**src/design/mini_mcu_pkg.sv**
```systemverilog
// shared widths, instruction fields, opcode/ALU/state enums and the address map

`default_nettype none

package mini_mcu_pkg;

  // datapath and register file sizes
  localparam int XLEN   = 32;
  localparam int NREGS  = 8;
  localparam int REG_AW = 3;

  // instruction field positions and widths
  localparam int OPC_W   = 4;
  localparam int OPC_LSB = 28;
  localparam int RD_LSB  = 25;
  localparam int RS1_LSB = 22;
  localparam int RS2_LSB = 19;
  localparam int IMM_W   = 16;

  // unlisted codes decode as halt
  typedef enum logic [OPC_W-1:0] {
    OP_ADDI = 4'd0,
    OP_ADD  = 4'd1,
    OP_SUB  = 4'd2,
    OP_AND  = 4'd3,
    OP_OR   = 4'd4,
    OP_XOR  = 4'd5,
    OP_SLL  = 4'd6,
    OP_SRL  = 4'd7,
    OP_LW   = 4'd8,
    OP_SW   = 4'd9,
    OP_BEQ  = 4'd10,
    OP_BNE  = 4'd11,
    OP_JMP  = 4'd12,
    OP_HALT = 4'd13
  } opcode_e;

  typedef enum logic [2:0] {
    ALU_ADD, ALU_SUB, ALU_AND, ALU_OR, ALU_XOR, ALU_SLL, ALU_SRL, ALU_EQ
  } alu_op_e;

  typedef enum logic [2:0] {
    S_IDLE, S_FETCH, S_IWAIT, S_EXEC, S_MEM, S_DWAIT, S_HALT
  } core_state_e;

  // data addresses from PERIPH_BASE upward go to the peripheral
  localparam logic [XLEN-1:0] PERIPH_BASE = 32'h0001_0000;
  localparam logic [XLEN-1:0] STATUS_OFS  = 32'h0000_0000;
  localparam logic [XLEN-1:0] EXIT_OFS    = 32'h0000_0004;

  // values written to the status register
  localparam logic [XLEN-1:0] PASS_CODE = 32'd123456789;
  localparam logic [XLEN-1:0] FAIL_CODE = 32'd1;

endpackage

`default_nettype wire

```
**src/design/obi_if.sv**
```systemverilog
// request/grant/response-valid bus with master and slave modports

`default_nettype none

interface obi_if ();

  logic                          req;
  logic                          gnt;
  logic [mini_mcu_pkg::XLEN-1:0] addr;
  logic                          we;
  logic [mini_mcu_pkg::XLEN-1:0] wdata;
  logic [mini_mcu_pkg::XLEN-1:0] rdata;
  logic                          rvalid;

  // request side holds req/addr/we/wdata until gnt
  modport master (output req, addr, we, wdata, input gnt, rdata, rvalid);

  // rvalid follows each grant by one cycle
  modport slave (input req, addr, we, wdata, output gnt, rdata, rvalid);

endinterface

`default_nettype wire

```
**src/design/core_ctrl.sv**
```systemverilog
// core control FSM with program counter, instruction register and decoder

`default_nettype none

module core_ctrl #(
  parameter logic [mini_mcu_pkg::XLEN-1:0] BOOT_ADDR = '0
) (
  input  logic                            clk_i,
  input  logic                            rst_i,
  input  logic                            fetch_enable_i,
  obi_if.master                           instr_bus,
  obi_if.master                           data_bus,
  output logic [mini_mcu_pkg::REG_AW-1:0] rf_raddr_a_o,
  output logic [mini_mcu_pkg::REG_AW-1:0] rf_raddr_b_o,
  input  logic [mini_mcu_pkg::XLEN-1:0]   rf_rdata_a_i,
  input  logic [mini_mcu_pkg::XLEN-1:0]   rf_rdata_b_i,
  output logic                            rf_we_o,
  output logic [mini_mcu_pkg::REG_AW-1:0] rf_waddr_o,
  output logic [mini_mcu_pkg::XLEN-1:0]   rf_wdata_o,
  output mini_mcu_pkg::alu_op_e           alu_op_o,
  output logic [mini_mcu_pkg::XLEN-1:0]   alu_a_o,
  output logic [mini_mcu_pkg::XLEN-1:0]   alu_b_o,
  input  logic [mini_mcu_pkg::XLEN-1:0]   alu_result_i,
  input  logic                            alu_eq_i
);

  localparam int XLEN  = mini_mcu_pkg::XLEN;
  localparam int IMM_W = mini_mcu_pkg::IMM_W;

  mini_mcu_pkg::core_state_e state;
  mini_mcu_pkg::opcode_e     opcode;
  logic [XLEN-1:0]           pc;
  logic [XLEN-1:0]           ir;
  logic [XLEN-1:0]           imm;
  logic [XLEN-1:0]           pc_plus4;
  logic [XLEN-1:0]           branch_target;
  logic [XLEN-1:0]           next_pc;
  logic                      use_imm;
  logic                      wb_alu;
  logic                      is_mem;
  logic                      is_halt;

  assign opcode = mini_mcu_pkg::opcode_e'(ir[mini_mcu_pkg::OPC_LSB +: mini_mcu_pkg::OPC_W]);
  assign imm    = {{(XLEN-IMM_W){ir[IMM_W-1]}}, ir[IMM_W-1:0]};

  // instruction decode
  always_comb begin
    alu_op_o = mini_mcu_pkg::ALU_ADD;
    use_imm  = 1'b0;
    wb_alu   = 1'b0;
    is_mem   = 1'b0;
    is_halt  = 1'b0;
    case (opcode)
      mini_mcu_pkg::OP_ADDI: begin
        use_imm = 1'b1;
        wb_alu  = 1'b1;
      end
      mini_mcu_pkg::OP_ADD: wb_alu = 1'b1;
      mini_mcu_pkg::OP_SUB: begin
        alu_op_o = mini_mcu_pkg::ALU_SUB;
        wb_alu   = 1'b1;
      end
      mini_mcu_pkg::OP_AND: begin
        alu_op_o = mini_mcu_pkg::ALU_AND;
        wb_alu   = 1'b1;
      end
      mini_mcu_pkg::OP_OR: begin
        alu_op_o = mini_mcu_pkg::ALU_OR;
        wb_alu   = 1'b1;
      end
      mini_mcu_pkg::OP_XOR: begin
        alu_op_o = mini_mcu_pkg::ALU_XOR;
        wb_alu   = 1'b1;
      end
      mini_mcu_pkg::OP_SLL: begin
        alu_op_o = mini_mcu_pkg::ALU_SLL;
        wb_alu   = 1'b1;
      end
      mini_mcu_pkg::OP_SRL: begin
        alu_op_o = mini_mcu_pkg::ALU_SRL;
        wb_alu   = 1'b1;
      end
      // effective address rs1 + imm comes from the ALU adder
      mini_mcu_pkg::OP_LW, mini_mcu_pkg::OP_SW: begin
        use_imm = 1'b1;
        is_mem  = 1'b1;
      end
      mini_mcu_pkg::OP_BEQ, mini_mcu_pkg::OP_BNE: alu_op_o = mini_mcu_pkg::ALU_EQ;
      mini_mcu_pkg::OP_JMP: ;
      default: is_halt = 1'b1;
    endcase
  end

  // branch offsets and jump targets are counted in words
  assign pc_plus4      = pc + 32'd4;
  assign branch_target = pc + (imm << 2);

  always_comb begin
    case (opcode)
      mini_mcu_pkg::OP_BEQ: next_pc = alu_eq_i ? branch_target : pc_plus4;
      mini_mcu_pkg::OP_BNE: next_pc = alu_eq_i ? pc_plus4 : branch_target;
      mini_mcu_pkg::OP_JMP: next_pc = imm << 2;
      default:              next_pc = pc_plus4;
    endcase
  end

  always_ff @(posedge clk_i) begin
    if (rst_i) begin
      state <= mini_mcu_pkg::S_IDLE;
      pc    <= BOOT_ADDR;
    end else begin
      case (state)
        mini_mcu_pkg::S_IDLE:  if (fetch_enable_i) state <= mini_mcu_pkg::S_FETCH;
        mini_mcu_pkg::S_FETCH: if (instr_bus.gnt) state <= mini_mcu_pkg::S_IWAIT;
        mini_mcu_pkg::S_IWAIT: if (instr_bus.rvalid) state <= mini_mcu_pkg::S_EXEC;
        mini_mcu_pkg::S_EXEC: begin
          if (is_halt) begin
            state <= mini_mcu_pkg::S_HALT;
          end else begin
            pc    <= next_pc;
            state <= is_mem ? mini_mcu_pkg::S_MEM : mini_mcu_pkg::S_FETCH;
          end
        end
        mini_mcu_pkg::S_MEM:   if (data_bus.gnt) state <= mini_mcu_pkg::S_DWAIT;
        mini_mcu_pkg::S_DWAIT: if (data_bus.rvalid) state <= mini_mcu_pkg::S_FETCH;
        default: ;
      endcase
    end
  end

  always_ff @(posedge clk_i) begin
    if (state == mini_mcu_pkg::S_IWAIT && instr_bus.rvalid) begin
      ir <= instr_bus.rdata;
    end
  end

  assign instr_bus.req   = (state == mini_mcu_pkg::S_FETCH);
  assign instr_bus.addr  = pc;
  assign instr_bus.we    = 1'b0;
  assign instr_bus.wdata = '0;

  // ir and register reads stay put during S_MEM, so the address is stable
  assign data_bus.req   = (state == mini_mcu_pkg::S_MEM);
  assign data_bus.addr  = alu_result_i;
  assign data_bus.we    = (opcode == mini_mcu_pkg::OP_SW);
  assign data_bus.wdata = rf_rdata_b_i;

  assign rf_raddr_a_o = ir[mini_mcu_pkg::RS1_LSB +: mini_mcu_pkg::REG_AW];
  assign rf_raddr_b_o = ir[mini_mcu_pkg::RS2_LSB +: mini_mcu_pkg::REG_AW];
  assign rf_waddr_o   = ir[mini_mcu_pkg::RD_LSB +: mini_mcu_pkg::REG_AW];
  assign alu_a_o      = rf_rdata_a_i;
  assign alu_b_o      = use_imm ? imm : rf_rdata_b_i;

  // write back from the ALU in S_EXEC or from the load response
  assign rf_we_o = (state == mini_mcu_pkg::S_EXEC && wb_alu) ||
                   (state == mini_mcu_pkg::S_DWAIT && data_bus.rvalid &&
                    opcode == mini_mcu_pkg::OP_LW);
  assign rf_wdata_o = (state == mini_mcu_pkg::S_DWAIT) ? data_bus.rdata : alu_result_i;

  // once halted no response may still arrive on either bus
  halt_quiet_a: assert property (@(posedge clk_i) disable iff (rst_i)
    (state == mini_mcu_pkg::S_HALT) |-> !instr_bus.rvalid && !data_bus.rvalid);

  // a data request carries the address and data already settled in S_EXEC
  data_req_mem_a: assert property (@(posedge clk_i) disable iff (rst_i)
    data_bus.req |-> $stable(data_bus.addr) && $stable(data_bus.we) &&
      $stable(data_bus.wdata));

endmodule

`default_nettype wire

```
**src/flat_wrapper.sv**
```systemverilog
// flat-port wrapper written by rule: the top's interface ports become plain ports
module core_ctrl_flat 
#(
  parameter logic [mini_mcu_pkg::XLEN-1:0] BOOT_ADDR = '0
)
  (clk_i, rst_i, fetch_enable_i, rf_raddr_a_o, rf_raddr_b_o, rf_rdata_a_i, rf_rdata_b_i, rf_we_o, rf_waddr_o, rf_wdata_o, alu_op_o, alu_a_o, alu_b_o, alu_result_i, alu_eq_i, instr_bus_req, instr_bus_addr, instr_bus_we, instr_bus_wdata, instr_bus_gnt, instr_bus_rdata, instr_bus_rvalid, data_bus_req, data_bus_addr, data_bus_we, data_bus_wdata, data_bus_gnt, data_bus_rdata, data_bus_rvalid);
  obi_if instr_bus_i ();
  obi_if data_bus_i ();
  input  logic clk_i;
  input  logic rst_i;
  input  logic fetch_enable_i;
  output logic [mini_mcu_pkg::REG_AW-1:0] rf_raddr_a_o;
  output logic [mini_mcu_pkg::REG_AW-1:0] rf_raddr_b_o;
  input  logic [mini_mcu_pkg::XLEN-1:0] rf_rdata_a_i;
  input  logic [mini_mcu_pkg::XLEN-1:0] rf_rdata_b_i;
  output logic rf_we_o;
  output logic [mini_mcu_pkg::REG_AW-1:0] rf_waddr_o;
  output logic [mini_mcu_pkg::XLEN-1:0] rf_wdata_o;
  output mini_mcu_pkg::alu_op_e alu_op_o;
  output logic [mini_mcu_pkg::XLEN-1:0] alu_a_o;
  output logic [mini_mcu_pkg::XLEN-1:0] alu_b_o;
  input  logic [mini_mcu_pkg::XLEN-1:0] alu_result_i;
  input  logic alu_eq_i;
  output wire logic [$bits(instr_bus_i.req)-1:0] instr_bus_req;
  output wire logic [$bits(instr_bus_i.addr)-1:0] instr_bus_addr;
  output wire logic [$bits(instr_bus_i.we)-1:0] instr_bus_we;
  output wire logic [$bits(instr_bus_i.wdata)-1:0] instr_bus_wdata;
  input wire logic [$bits(instr_bus_i.gnt)-1:0] instr_bus_gnt;
  input wire logic [$bits(instr_bus_i.rdata)-1:0] instr_bus_rdata;
  input wire logic [$bits(instr_bus_i.rvalid)-1:0] instr_bus_rvalid;
  output wire logic [$bits(data_bus_i.req)-1:0] data_bus_req;
  output wire logic [$bits(data_bus_i.addr)-1:0] data_bus_addr;
  output wire logic [$bits(data_bus_i.we)-1:0] data_bus_we;
  output wire logic [$bits(data_bus_i.wdata)-1:0] data_bus_wdata;
  input wire logic [$bits(data_bus_i.gnt)-1:0] data_bus_gnt;
  input wire logic [$bits(data_bus_i.rdata)-1:0] data_bus_rdata;
  input wire logic [$bits(data_bus_i.rvalid)-1:0] data_bus_rvalid;
  assign instr_bus_req = instr_bus_i.req;
  assign instr_bus_addr = instr_bus_i.addr;
  assign instr_bus_we = instr_bus_i.we;
  assign instr_bus_wdata = instr_bus_i.wdata;
  assign instr_bus_i.gnt = instr_bus_gnt;
  assign instr_bus_i.rdata = instr_bus_rdata;
  assign instr_bus_i.rvalid = instr_bus_rvalid;
  assign data_bus_req = data_bus_i.req;
  assign data_bus_addr = data_bus_i.addr;
  assign data_bus_we = data_bus_i.we;
  assign data_bus_wdata = data_bus_i.wdata;
  assign data_bus_i.gnt = data_bus_gnt;
  assign data_bus_i.rdata = data_bus_rdata;
  assign data_bus_i.rvalid = data_bus_rvalid;
  core_ctrl #(.BOOT_ADDR(BOOT_ADDR)) u_core (.clk_i(clk_i), .rst_i(rst_i), .fetch_enable_i(fetch_enable_i), .instr_bus(instr_bus_i), .data_bus(data_bus_i), .rf_raddr_a_o(rf_raddr_a_o), .rf_raddr_b_o(rf_raddr_b_o), .rf_rdata_a_i(rf_rdata_a_i), .rf_rdata_b_i(rf_rdata_b_i), .rf_we_o(rf_we_o), .rf_waddr_o(rf_waddr_o), .rf_wdata_o(rf_wdata_o), .alu_op_o(alu_op_o), .alu_a_o(alu_a_o), .alu_b_o(alu_b_o), .alu_result_i(alu_result_i), .alu_eq_i(alu_eq_i));
endmodule
```
**config.mk**
```make
export PLATFORM = sky130hd
export DESIGN_NAME = core_ctrl_flat
export DESIGN_NICKNAME = d
export VERILOG_FILES = /design/src/design/mini_mcu_pkg.sv /design/src/design/obi_if.sv /design/src/design/core_ctrl.sv /design/src/flat_wrapper.sv
export SDC_FILE = /design/constraint.sdc
export NUM_CORES = 1
export LEC_CHECK = 0
export CORE_ASPECT_RATIO = 0.6
export CORE_UTILIZATION = 30
export DETAILED_ROUTE_END_ITERATION = 10
export DONT_BUFFER_PORTS = 1
export GPL_TIMING_DRIVEN = 0
export PLACE_DENSITY = 0.51
export RECOVER_POWER = 50
export SYNTH_ARGS = -nofsm -noshare
export SYNTH_HDL_FRONTEND = slang
export SYNTH_SLANG_ARGS = --single-unit
```
**constraint.sdc**
```tcl
create_clock -name clk_i -period 4.6 [get_ports clk_i]
set_clock_uncertainty 0.2 [all_clocks]
set_input_delay 0.23 -clock clk_i [delete_from_list [all_inputs] [get_ports clk_i]]
set_output_delay 0.23 -clock clk_i [all_outputs]
set_load 0.01 [all_outputs]
```
==> flow_metrics.py, run 1 <==
metrics = {
    "finish": {
        "drive_above_1_share": 0.1271,
        "final_nets": 1044,
        "stdcell_area_mm2": 0.006987,
        "final_common_cell": "clkbuf_1",
        "final_cell_mix": "clkbuf_1 (131), nor2_1 (61), a21oi_1 (56)",
        "num_antenna_cells": 0,
        "final_util": 0.3447,
        "syn2layout_area_growth_pct": 10.95,
    },
    "logic_synthesis": {
        "synth_area_mm2": 0.006297,
        "async_flop_share": 0,
        "yosysWarningCount": 0,
        "ys.flop_type": "dfxtp_1",
        "avgSynthCellArea_um2": 8.221,
        "synth_edf_count": 29,
        "yosysSeqAreaShare": 0.2432,
        "synth-seq-cells": 62,
        "ys_types": 67,
        "syn_inst": 766,
    },
    "sta": {
        "setup_tns_ns": 0,
        "rsz0062_at_grt": "false",
        "setup_viol": 0,
        "layout_min_cycle_time_ns": 3.715,
        "relSlewSlack": 0.2923,
        "worst_pin_slew_ns": 1.053,
        "max_freq_mhz": 269.1,
        "fin_crit_sh": 0.8077,
        "drv_slew": 0,
        "hold_violations": 0,
    },
    "power_and_ir_drop": {
        "p_leak_uw": 0.002787,
        "p_sw_frac": 0.3065,
        "intPower_uw": 1086,
        "clkPwrFrac": 0.402,
        "pwr-share-comb": 0.202,
        "ir_worst_vdd_mv": 0.1706,
        "switching_power_uw": 479.8,
        "seqPwrFrac": 0.396,
        "power_density_mw_per_mm2": 224.1,
    },
    "drt": {
        "post_drt_wl_per_cell_um": 21.01,
        "vias_per_cell": 5.182,
        "wirelength_um": 23590,
        "first_iter_violations": 384,
        "vias": 5819,
        "detail-route-antenna-nets": 0,
        "drcViolationCount": 0,
        "drtPass1Iterations": 5,
    },
    "worst_setup_path": {
        "crit_arrival_ns": 3.77,
        "worstPathRequired_ns": 4.66,
        "end_kind": "flop",
        "crit_top_cell": "a21oi_1",
        "crit_chain": "ha_1, a21oi_1, o21ai_1, a21oi_1, o21a_1, nand3_2, o221ai_2, a21oi_2, or4b_1, a311oi_1",
        "crit_buf_inv": 0,
        "cpMaxStageDelayCell": "edfxtp_1",
        "worstSetupPathType": "flop to flop",
        "critPathLaunchType": "flop",
        "slowest_delay_ns": 0.88,
        "crit_family": "compound AO/OA/AOI/OAI gates",
        "cp_max_fo": 17,
    },
    "clocking": {
        "cts_setup_buffers": 0,
        "cts_tree": "built",
        "cts_resized": 0,
        "clock_path_buffers": 2,
        "htreeDepth": 3,
        "cts_made_buffers": 9,
        "cts.sinks": 62,
        "clk_latency_ns": 0.35,
        "cts-root-buf": "clkbuf_16",
        "path_clk_slew_ns": 0.06,
    },
    "global_routing": {
        "grt_pass1_wl_um": 33180,
        "grt-ovfl-total": 0,
        "track_usage": 0.2085,
        "antenna_found_initial": 0,
        "grt_max_degree": 18,
        "first_global_vias": 5141,
    },
    "job": {
        "maxCapViolations": 0,
    },
    "placement": {
        "portBuffers": 0,
        "dp_hpwl_um": 18810,
        "routabilityCongestion": 0.9224,
        "placed_area_mm2": 0.006794,
    },
    "floorplanning": {
        "rows": 40,
        "coreArea_mm2": 0.02027,
        "ios": 409,
        "die_w_um": 189.0,
        "start_util": 0.3107,
        "dieHeight_um": 114.2,
        "die-area_mm2": 0.02159,
    },
    "worst_hold_path": {
        "hp-class": "input port to flop",
    },
    "status": {
        "status": "finished clean",
    },
}
-- synth_stat cells, types with 22 or more instances --
cell	number	area, um^2
mux2_2	47	529.3
clkbuf_1	24	90.09
nand2_1	41	153.9
o21ai_0	41	205.2
a21oi_1	56	280.3
nor3_1	22	110.1
edfxtp_1	29	870.8
xnor2_1	22	192.7
nor2_1	61	229.0
a21o_1	27	202.7
dfxtp_1	33	660.6
buf_4	140	1051
ha_1	30	375.4
-- power by group through the flow --
stage	combinational, uW	sequential (uW)	clock [uW]
final	316	620	630
after global routing	343	622	661
after CTS	349	620	640
after detailed placement	326	632	0
after global placement	326	632	0
after floorplan	275	622	0
-- logic make-up (layout without fill, tap and decap cells) --
logic type	Yosys count	after routing	synth area share
xor+xnor	33	33	0.04590
other cells	1	35	0.0005955
mux	49	49	0.08722
buf+inv	186	236	0.1943
flops	62	62	0.2432
fa+ha+maj	31	31	0.06279
simple gates	204	204	0.1609
compound gates	200	200	0.2051
-- flip-flops by register name, summed over array words and instances (netlist names) --
name and cells:
u_core.instr_bus.addr 30, u_core.ir 29, u_core.state 3
-- worst paths after layout --
path	slack, ns	start	cells after the start	endpoint
worst max-delay path	0.88	u_core.ir[15]$_DFFE_PP_	10	u_core.instr_bus.addr[30]$_SDFFE_PP0P_
worst min-delay path	0.07	instr_bus_rvalid	2	u_core.ir[29]$_DFFE_PP_
worst max register to register	0.88	u_core.ir[15]$_DFFE_PP_	10	u_core.instr_bus.addr[30]$_SDFFE_PP0P_
worst min register to register	0.40	u_core.instr_bus.addr[14]$_SDFFE_PP0P_	2	u_core.instr_bus.addr[14]$_SDFFE_PP0P_
-- layer usage --
metal	up-vias	track usage	wire [um]	part of all wire
li1	2753	-	-	-
met1	2734	0.2799	10500	0.45
met2	306	0.3252	10580	0.45
met3	26	0.05271	1938	0.082
met4	0	0.07097	579	0.025
met5	-	0	0	0
-- through the flow --
| stage | hold slack (ns) | power, uW | setup WS, ns | cells |
|---|---|---|---|---|
| floorplan | 0.1289 | 896.9 | 1.296 | 800 |
| global placement | 0.1289 | 958.0 | 0.04561 | 1073 |
| detailed placement | 0.1289 | 957.9 | 0.9703 | 1075 |
| CTS | 0.06061 | 1610 | 0.9327 | 1123 |
| global route | 0.07286 | 1626 | 0.6402 | 1123 |
| finish | 0.06565 | 1566 | 0.8846 | 1123 |
-- cell type report --
cell class,count,area (um^2)
Tap cell,273,341.6
Buffer,168,769.5
Clock inverter,3,13.76
Timing Repair Buffer,34,342.8
Clock buffer,13,240.2
Fill cell,2188,13280
Multi-Input combinational cell,552,3680
Sequential cell,62,1531
Inverter,18,67.56
-- what timing repair did --
item	in CTS	in global routing
endpoints found under the hold margin	32	0
endpoints found under the setup margin	0	0
hold buffers	32	0
(Power assumes the default switching activity.)
==> inputs of run 2 (changes only) <==
PLACE_DENSITY = 0.52   (was 0.51)
clock period = 3.2 ns   (was 4.6 ns; I/O delays follow)
==> flow_metrics.py, run 2 (synthesized netlist as in run 1, its figures left out) <==
metrics = {
    "power_and_ir_drop": {
        "intPower_uw": 1670,
        "seqPwrFrac": 0.378,
        "p_sw_frac": 0.2916,
        "p_leak_uw": 0.002869,
        "power_density_mw_per_mm2": 324.9,
        "switching_power_uw": 687.3,
        "clkPwrFrac": 0.426,
        "ir_worst_vdd_mv": 0.2454,
        "pwr-share-comb": 0.196,
    },
    "finish": {
        "final_nets": 1049,
        "final_common_cell": "clkbuf_1",
        "largest_reg_flops": 30,
        "final_util": 0.3579,
        "syn2layout_area_growth_pct": 15.20,
        "drive_above_1_share": 0.1813,
        "num_antenna_cells": 0,
        "final_cell_mix": "clkbuf_1 (123), nor2_1 (60), a21oi_1 (54)",
        "stdcell_area_mm2": 0.007254,
    },
    "worst_setup_path": {
        "cpMaxStageDelayCell": "or4b_1",
        "end_kind": "flop",
        "cp_max_fo": 7,
        "worstSetupPathType": "flop to flop",
        "crit_top_cell": "a21o_1",
        "crit_arrival_ns": 3.25,
        "crit_chain": "buf_4, buf_4, ha_1, a21o_1, a21o_1, a21o_1, inv_1, nand3_2, o221ai_4, a21oi_2, or4b_1, a311oi_2",
        "worstPathRequired_ns": 3.24,
        "critPathLaunchType": "flop",
        "slowest_delay_ns": 0.54,
    },
    "drt": {
        "drtPass1Iterations": 7,
        "first_iter_violations": 396,
        "wirelength_um": 22780,
        "detail-route-antenna-nets": 0,
        "post_drt_wl_per_cell_um": 20.19,
        "vias_per_cell": 5.196,
        "vias": 5861,
        "drcViolationCount": 0,
    },
    "floorplanning": {
        "die_w_um": 189.0,
        "dieHeight_um": 114.2,
        "ios": 409,
        "start_util": 0.3107,
        "rows": 40,
        "coreArea_mm2": 0.02027,
        "die-area_mm2": 0.02159,
    },
    "global_routing": {
        "globalRouteMet2Util": 0.3125,
        "first_global_vias": 5240,
        "grt_pass1_wl_um": 32020,
        "grt_util_met1": 0.2761,
        "antenna_found_initial": 0,
        "busiest_layer": "met2",
        "grt-ovfl-total": 0,
        "track_usage": 0.1972,
        "grtUsageMet3": 0.04137,
        "grt_max_degree": 20,
    },
    "clocking": {
        "clock_path_buffers": 2,
        "htreeDepth": 3,
        "path_clk_slew_ns": 0.06,
        "cts_tree": "built",
        "cts.sinks": 62,
        "clk_latency_ns": 0.34,
        "cts-root-buf": "clkbuf_16",
        "cts_made_buffers": 9,
    },
    "sta": {
        "drv_slew": 0,
        "max_freq_mhz": 311.9,
        "hold_violations": 0,
        "relSlewSlack": 0.4338,
        "rsz0062_at_grt": "true",
        "worst_slack_ns": -0.006018,
        "worst_pin_slew_ns": 0.8448,
        "layout_min_cycle_time_ns": 3.206,
        "setup_viol": 1,
        "fin_crit_sh": 1.002,
    },
    "placement": {
        "routabilityCongestion": 0.9017,
        "portBuffers": 0,
        "dp_hpwl_um": 17930,
        "placed_area_mm2": 0.006793,
    },
    "worst_hold_path": {
        "hp-class": "input port to flop",
    },
    "job": {
        "maxCapViolations": 0,
    },
    "status": {
        "violations": "setup timing",
        "status": "finished, violations left",
    },
}
## run 2: changes by cell type in the layout (fill, tap and decap cells not counted), moves of 3 or more
cell,delta
clkbuf_1,-8
dfxtp_2,+10
dfxtp_1,-10
ha_2,+3
ha_4,+4
buf_4,+10
ha_1,-7
## run 2: metal layers
metal,vias up,share of wire
met5,-,0
met4,0,0.011
met3,18,0.075
met2,318,0.45
met1,2768,0.46
li1,2757,-
## run 2: what timing repair did
item | CTS | global route
hold endpoints to repair | 32 | 0
endpoints found under the setup margin | 11 | 32
resized for setup | 12 | 36
pin swaps | 1 | 9
setup buffers | 4 | 3
hold buffers | 32 | 0
## run 2: final cells by class
cell class | count | area (um^2)
clock inverters | 4 | 47.55
flip-flops and latches | 62 | 1544
multi-input cells | 552 | 3840
plain buffers | 167 | 779.5
clock buffers | 12 | 246.5
fillers | 2196 | 13020
inverters | 18 | 67.56
well taps | 273 | 341.6
repair buffers | 40 | 387.9
## run 2: final timing paths
kind | to | start | depth (start not counted) | slack, ns
setup / recovery | u_core.instr_bus.addr[30]$_SDFFE_PP0P_ | u_core.ir[15]$_DFFE_PP_ | 12 | -0.006
hold / removal | u_core.ir[23]$_DFFE_PP_ | instr_bus_rvalid | 2 | 0.02
setup reg to reg | u_core.instr_bus.addr[30]$_SDFFE_PP0P_ | u_core.ir[15]$_DFFE_PP_ | 12 | -0.006
hold reg to reg | u_core.instr_bus.addr[9]$_SDFFE_PP0P_ | u_core.instr_bus.addr[9]$_SDFFE_PP0P_ | 2 | 0.40
## run 2: critical path, delay by kind of cell, from the launching register on
kind	cells	cell delay, ns
AND/OR/NAND/NOR	2	0.64
flip-flops	1	0.44
adder cells (fa/ha/maj)	1	0.22
buffers and inverters	3	0.46
AO/OA/AOI/OAI	6	1.14
## run 2: power groups by stage
| stage | registers (uW) | clock network (uW) | logic (uW) |
|---|---|---|---|
| global placement | 909 | 0 | 462 |
| global route | 894 | 1060 | 502 |
| detailed placement | 909 | 0 | 464 |
| finish | 890 | 1000 | 463 |
| floorplan | 894 | 0 | 395 |
| CTS | 890 | 1020 | 501 |
## run 2: per-stage QoR
step | setup TNS [ns] | std cells | hold WS [ns] | power [uW] | setup WS (ns)
final | -0.006018 | 1128 | 0.02001 | 2357 | -0.006018
after global routing | -0.1499 | 1128 | 0.03596 | 2453 | -0.1068
after CTS | -0.1267 | 1126 | 0.01336 | 2413 | -0.1063
after detailed placement | -2.125 | 1074 | 0.05892 | 1373 | -0.5074
after global placement | -2.115 | 1073 | 0.05892 | 1371 | -0.4940
after floorplan | 0 | 800 | 0.05887 | 1289 | 0.2077
==> inputs of run 3 (changes only) <==
HOLD_SLACK_MARGIN = 0.1   (was unset)
==> flow_metrics.py, run 3 (synthesized netlist as in run 1, its figures left out) <==
metrics = {
    "global_routing": {
        "track_usage": 0.1973,
        "grt_pass1_wl_um": 32040,
        "grt_max_degree": 20,
        "antenna_found_initial": 0,
        "first_global_vias": 5241,
        "grt-ovfl-total": 0,
    },
    "placement": {
        "routabilityCongestion": 0.9017,
        "portBuffers": 0,
        "post-place-cells": 1074,
        "dp_hpwl_um": 17930,
        "placed_area_mm2": 0.006793,
    },
    "floorplanning": {
        "die_w_um": 189.0,
        "ios": 409,
        "coreArea_mm2": 0.02027,
        "dieHeight_um": 114.2,
        "start_util": 0.3107,
        "die-area_mm2": 0.02159,
        "rows": 40,
    },
    "status": {
        "violations": "setup timing",
        "status": "finished, violations left",
    },
    "sta": {
        "fin_crit_sh": 1.002,
        "layout_min_cycle_time_ns": 3.205,
        "hold_violations": 0,
        "worst_pin_slew_ns": 0.8283,
        "worst_slack_ns": -0.005278,
        "relSlewSlack": 0.4448,
        "max_freq_mhz": 312.0,
        "drv_slew": 0,
        "setup_viol": 1,
        "rsz0062_at_grt": "true",
    },
    "power_and_ir_drop": {
        "power_density_mw_per_mm2": 325.2,
        "p_leak_uw": 0.002878,
        "ir_worst_vdd_mv": 0.2483,
    },
    "drt": {
        "vias_per_cell": 5.178,
        "vias": 5851,
        "drcViolationCount": 0,
        "first_iter_violations": 413,
        "wirelength_um": 22750,
        "drtPass1Iterations": 5,
        "post_drt_wl_per_cell_um": 20.13,
        "detail-route-antenna-nets": 0,
    },
    "clocking": {
        "clk_latency_ns": 0.34,
        "cts_made_buffers": 9,
        "path_clk_slew_ns": 0.06,
        "clock_path_buffers": 2,
        "cts.sinks": 62,
        "htreeDepth": 3,
        "cts_tree": "built",
        "cts-root-buf": "clkbuf_16",
    },
    "finish": {
        "final_cell_mix": "clkbuf_1 (123), nor2_1 (60), a21oi_1 (54)",
        "num_antenna_cells": 0,
        "nFillCells": 2195,
        "post_layout_nonfiller_instances": 1130,
        "final_common_cell": "clkbuf_1",
        "drive_above_1_share": 0.1809,
        "stdcell_area_mm2": 0.007274,
        "final_nets": 1051,
        "syn2layout_area_growth_pct": 15.52,
        "largest_reg_flops": 30,
    },
    "worst_setup_path": {
        "cp_max_fo": 7,
        "worstPathRequired_ns": 3.24,
        "rr_worst_depth": 12,
        "critPathLaunchType": "flop",
        "end_kind": "flop",
        "worstSetupPathType": "flop to flop",
        "crit_arrival_ns": 3.25,
        "r2r_slack_ns": -0.005,
    },
    "worst_hold_path": {
        "hp-class": "input port to flop",
        "min_path_cells": 4,
    },
    "job": {
        "maxCapViolations": 0,
    },
}
==> run 3: through the flow <==
step / setup WS, ns / hold slack (ns) / util / total power [uW] / TNS, ns
6_report: -0.005278 / 0.2073 / 0.3589 / 2365 / -0.005278
5_1_grt: -0.1068 / 0.2255 / 0.3589 / 2457 / -0.1499
4_1_cts: -0.1063 / 0.1780 / 0.3691 / 2416 / -0.1267
3_5_place_dp: -0.5074 / 0.05892 / 0.3351 / 1373 / -2.125
3_3_place_gp: -0.4940 / 0.05892 / 0.3341 / 1371 / -2.115
2_1_floorplan: 0.2077 / 0.05887 / - / 1289 / 0
==> run 3: area by class of cell <==
class | count | area [um^2] | area share
buffer | 167 | 779.5 | 0.1072
clock buffer | 12 | 246.5 | 0.03388
clock inverter | 4 | 47.55 | 0.006536
inverter | 18 | 67.56 | 0.009288
multi-input combinational | 552 | 3840 | 0.5279
sequential | 62 | 1544 | 0.2122
tap | 273 | 341.6 | 0.04696
timing repair buffer | 42 | 407.9 | 0.05607
==> run 3: metal layers <==
metal / vias up / global-route usage / part of all wire
li1: 2762 / - / -
met1: 2745 / 0.2763 / 0.45
met2: 326 / 0.3125 / 0.45
met3: 18 / 0.04137 / 0.086
met4: 0 / 0.03871 / 0.011
met5: - / 0 / 0
==> run 3: path summary, 6_finish.rpt <==
| path | start | endpoint |
|---|---|---|
| max | u_core.ir[15]$_DFFE_PP_ | u_core.instr_bus.addr[30]$_SDFFE_PP0P_ |
| min | rst_i | u_core.instr_bus.addr[24]$_SDFFE_PP0P_ |
| max reg2reg | u_core.ir[15]$_DFFE_PP_ | u_core.instr_bus.addr[30]$_SDFFE_PP0P_ |
| min reg2reg | u_core.instr_bus.addr[10]$_SDFFE_PP0P_ | u_core.instr_bus.addr[10]$_SDFFE_PP0P_ |
==> run 3: timing repair <==
action	4_1_cts	5_1_grt
resized for setup	12	36
hold endpoints to repair	42	0
setup buffers	4	3
pin swaps	1	9
setup endpoints to repair	11	32
hold buffers	34	0
==> run 3: worst max-delay path, stage by stage, from the launching register on <==
cell,delay [ns]
edfxtp_1,0.44
buf_4,0.20
buf_4,0.18
ha_1,0.22
a21o_1,0.16
a21o_1,0.18
a21o_1,0.23
inv_1,0.08
nand3_2,0.10
o221ai_4,0.20
a21oi_2,0.10
or4b_1,0.54
a311oi_2,0.26
==> run 3: report_power, final <==
part / internal [uW] / total (uW) / switching, uW
Sequential: 853 / 890 / 37.2
Combinational: 197 / 466 / 269
Clock: 623 / 1010 / 386
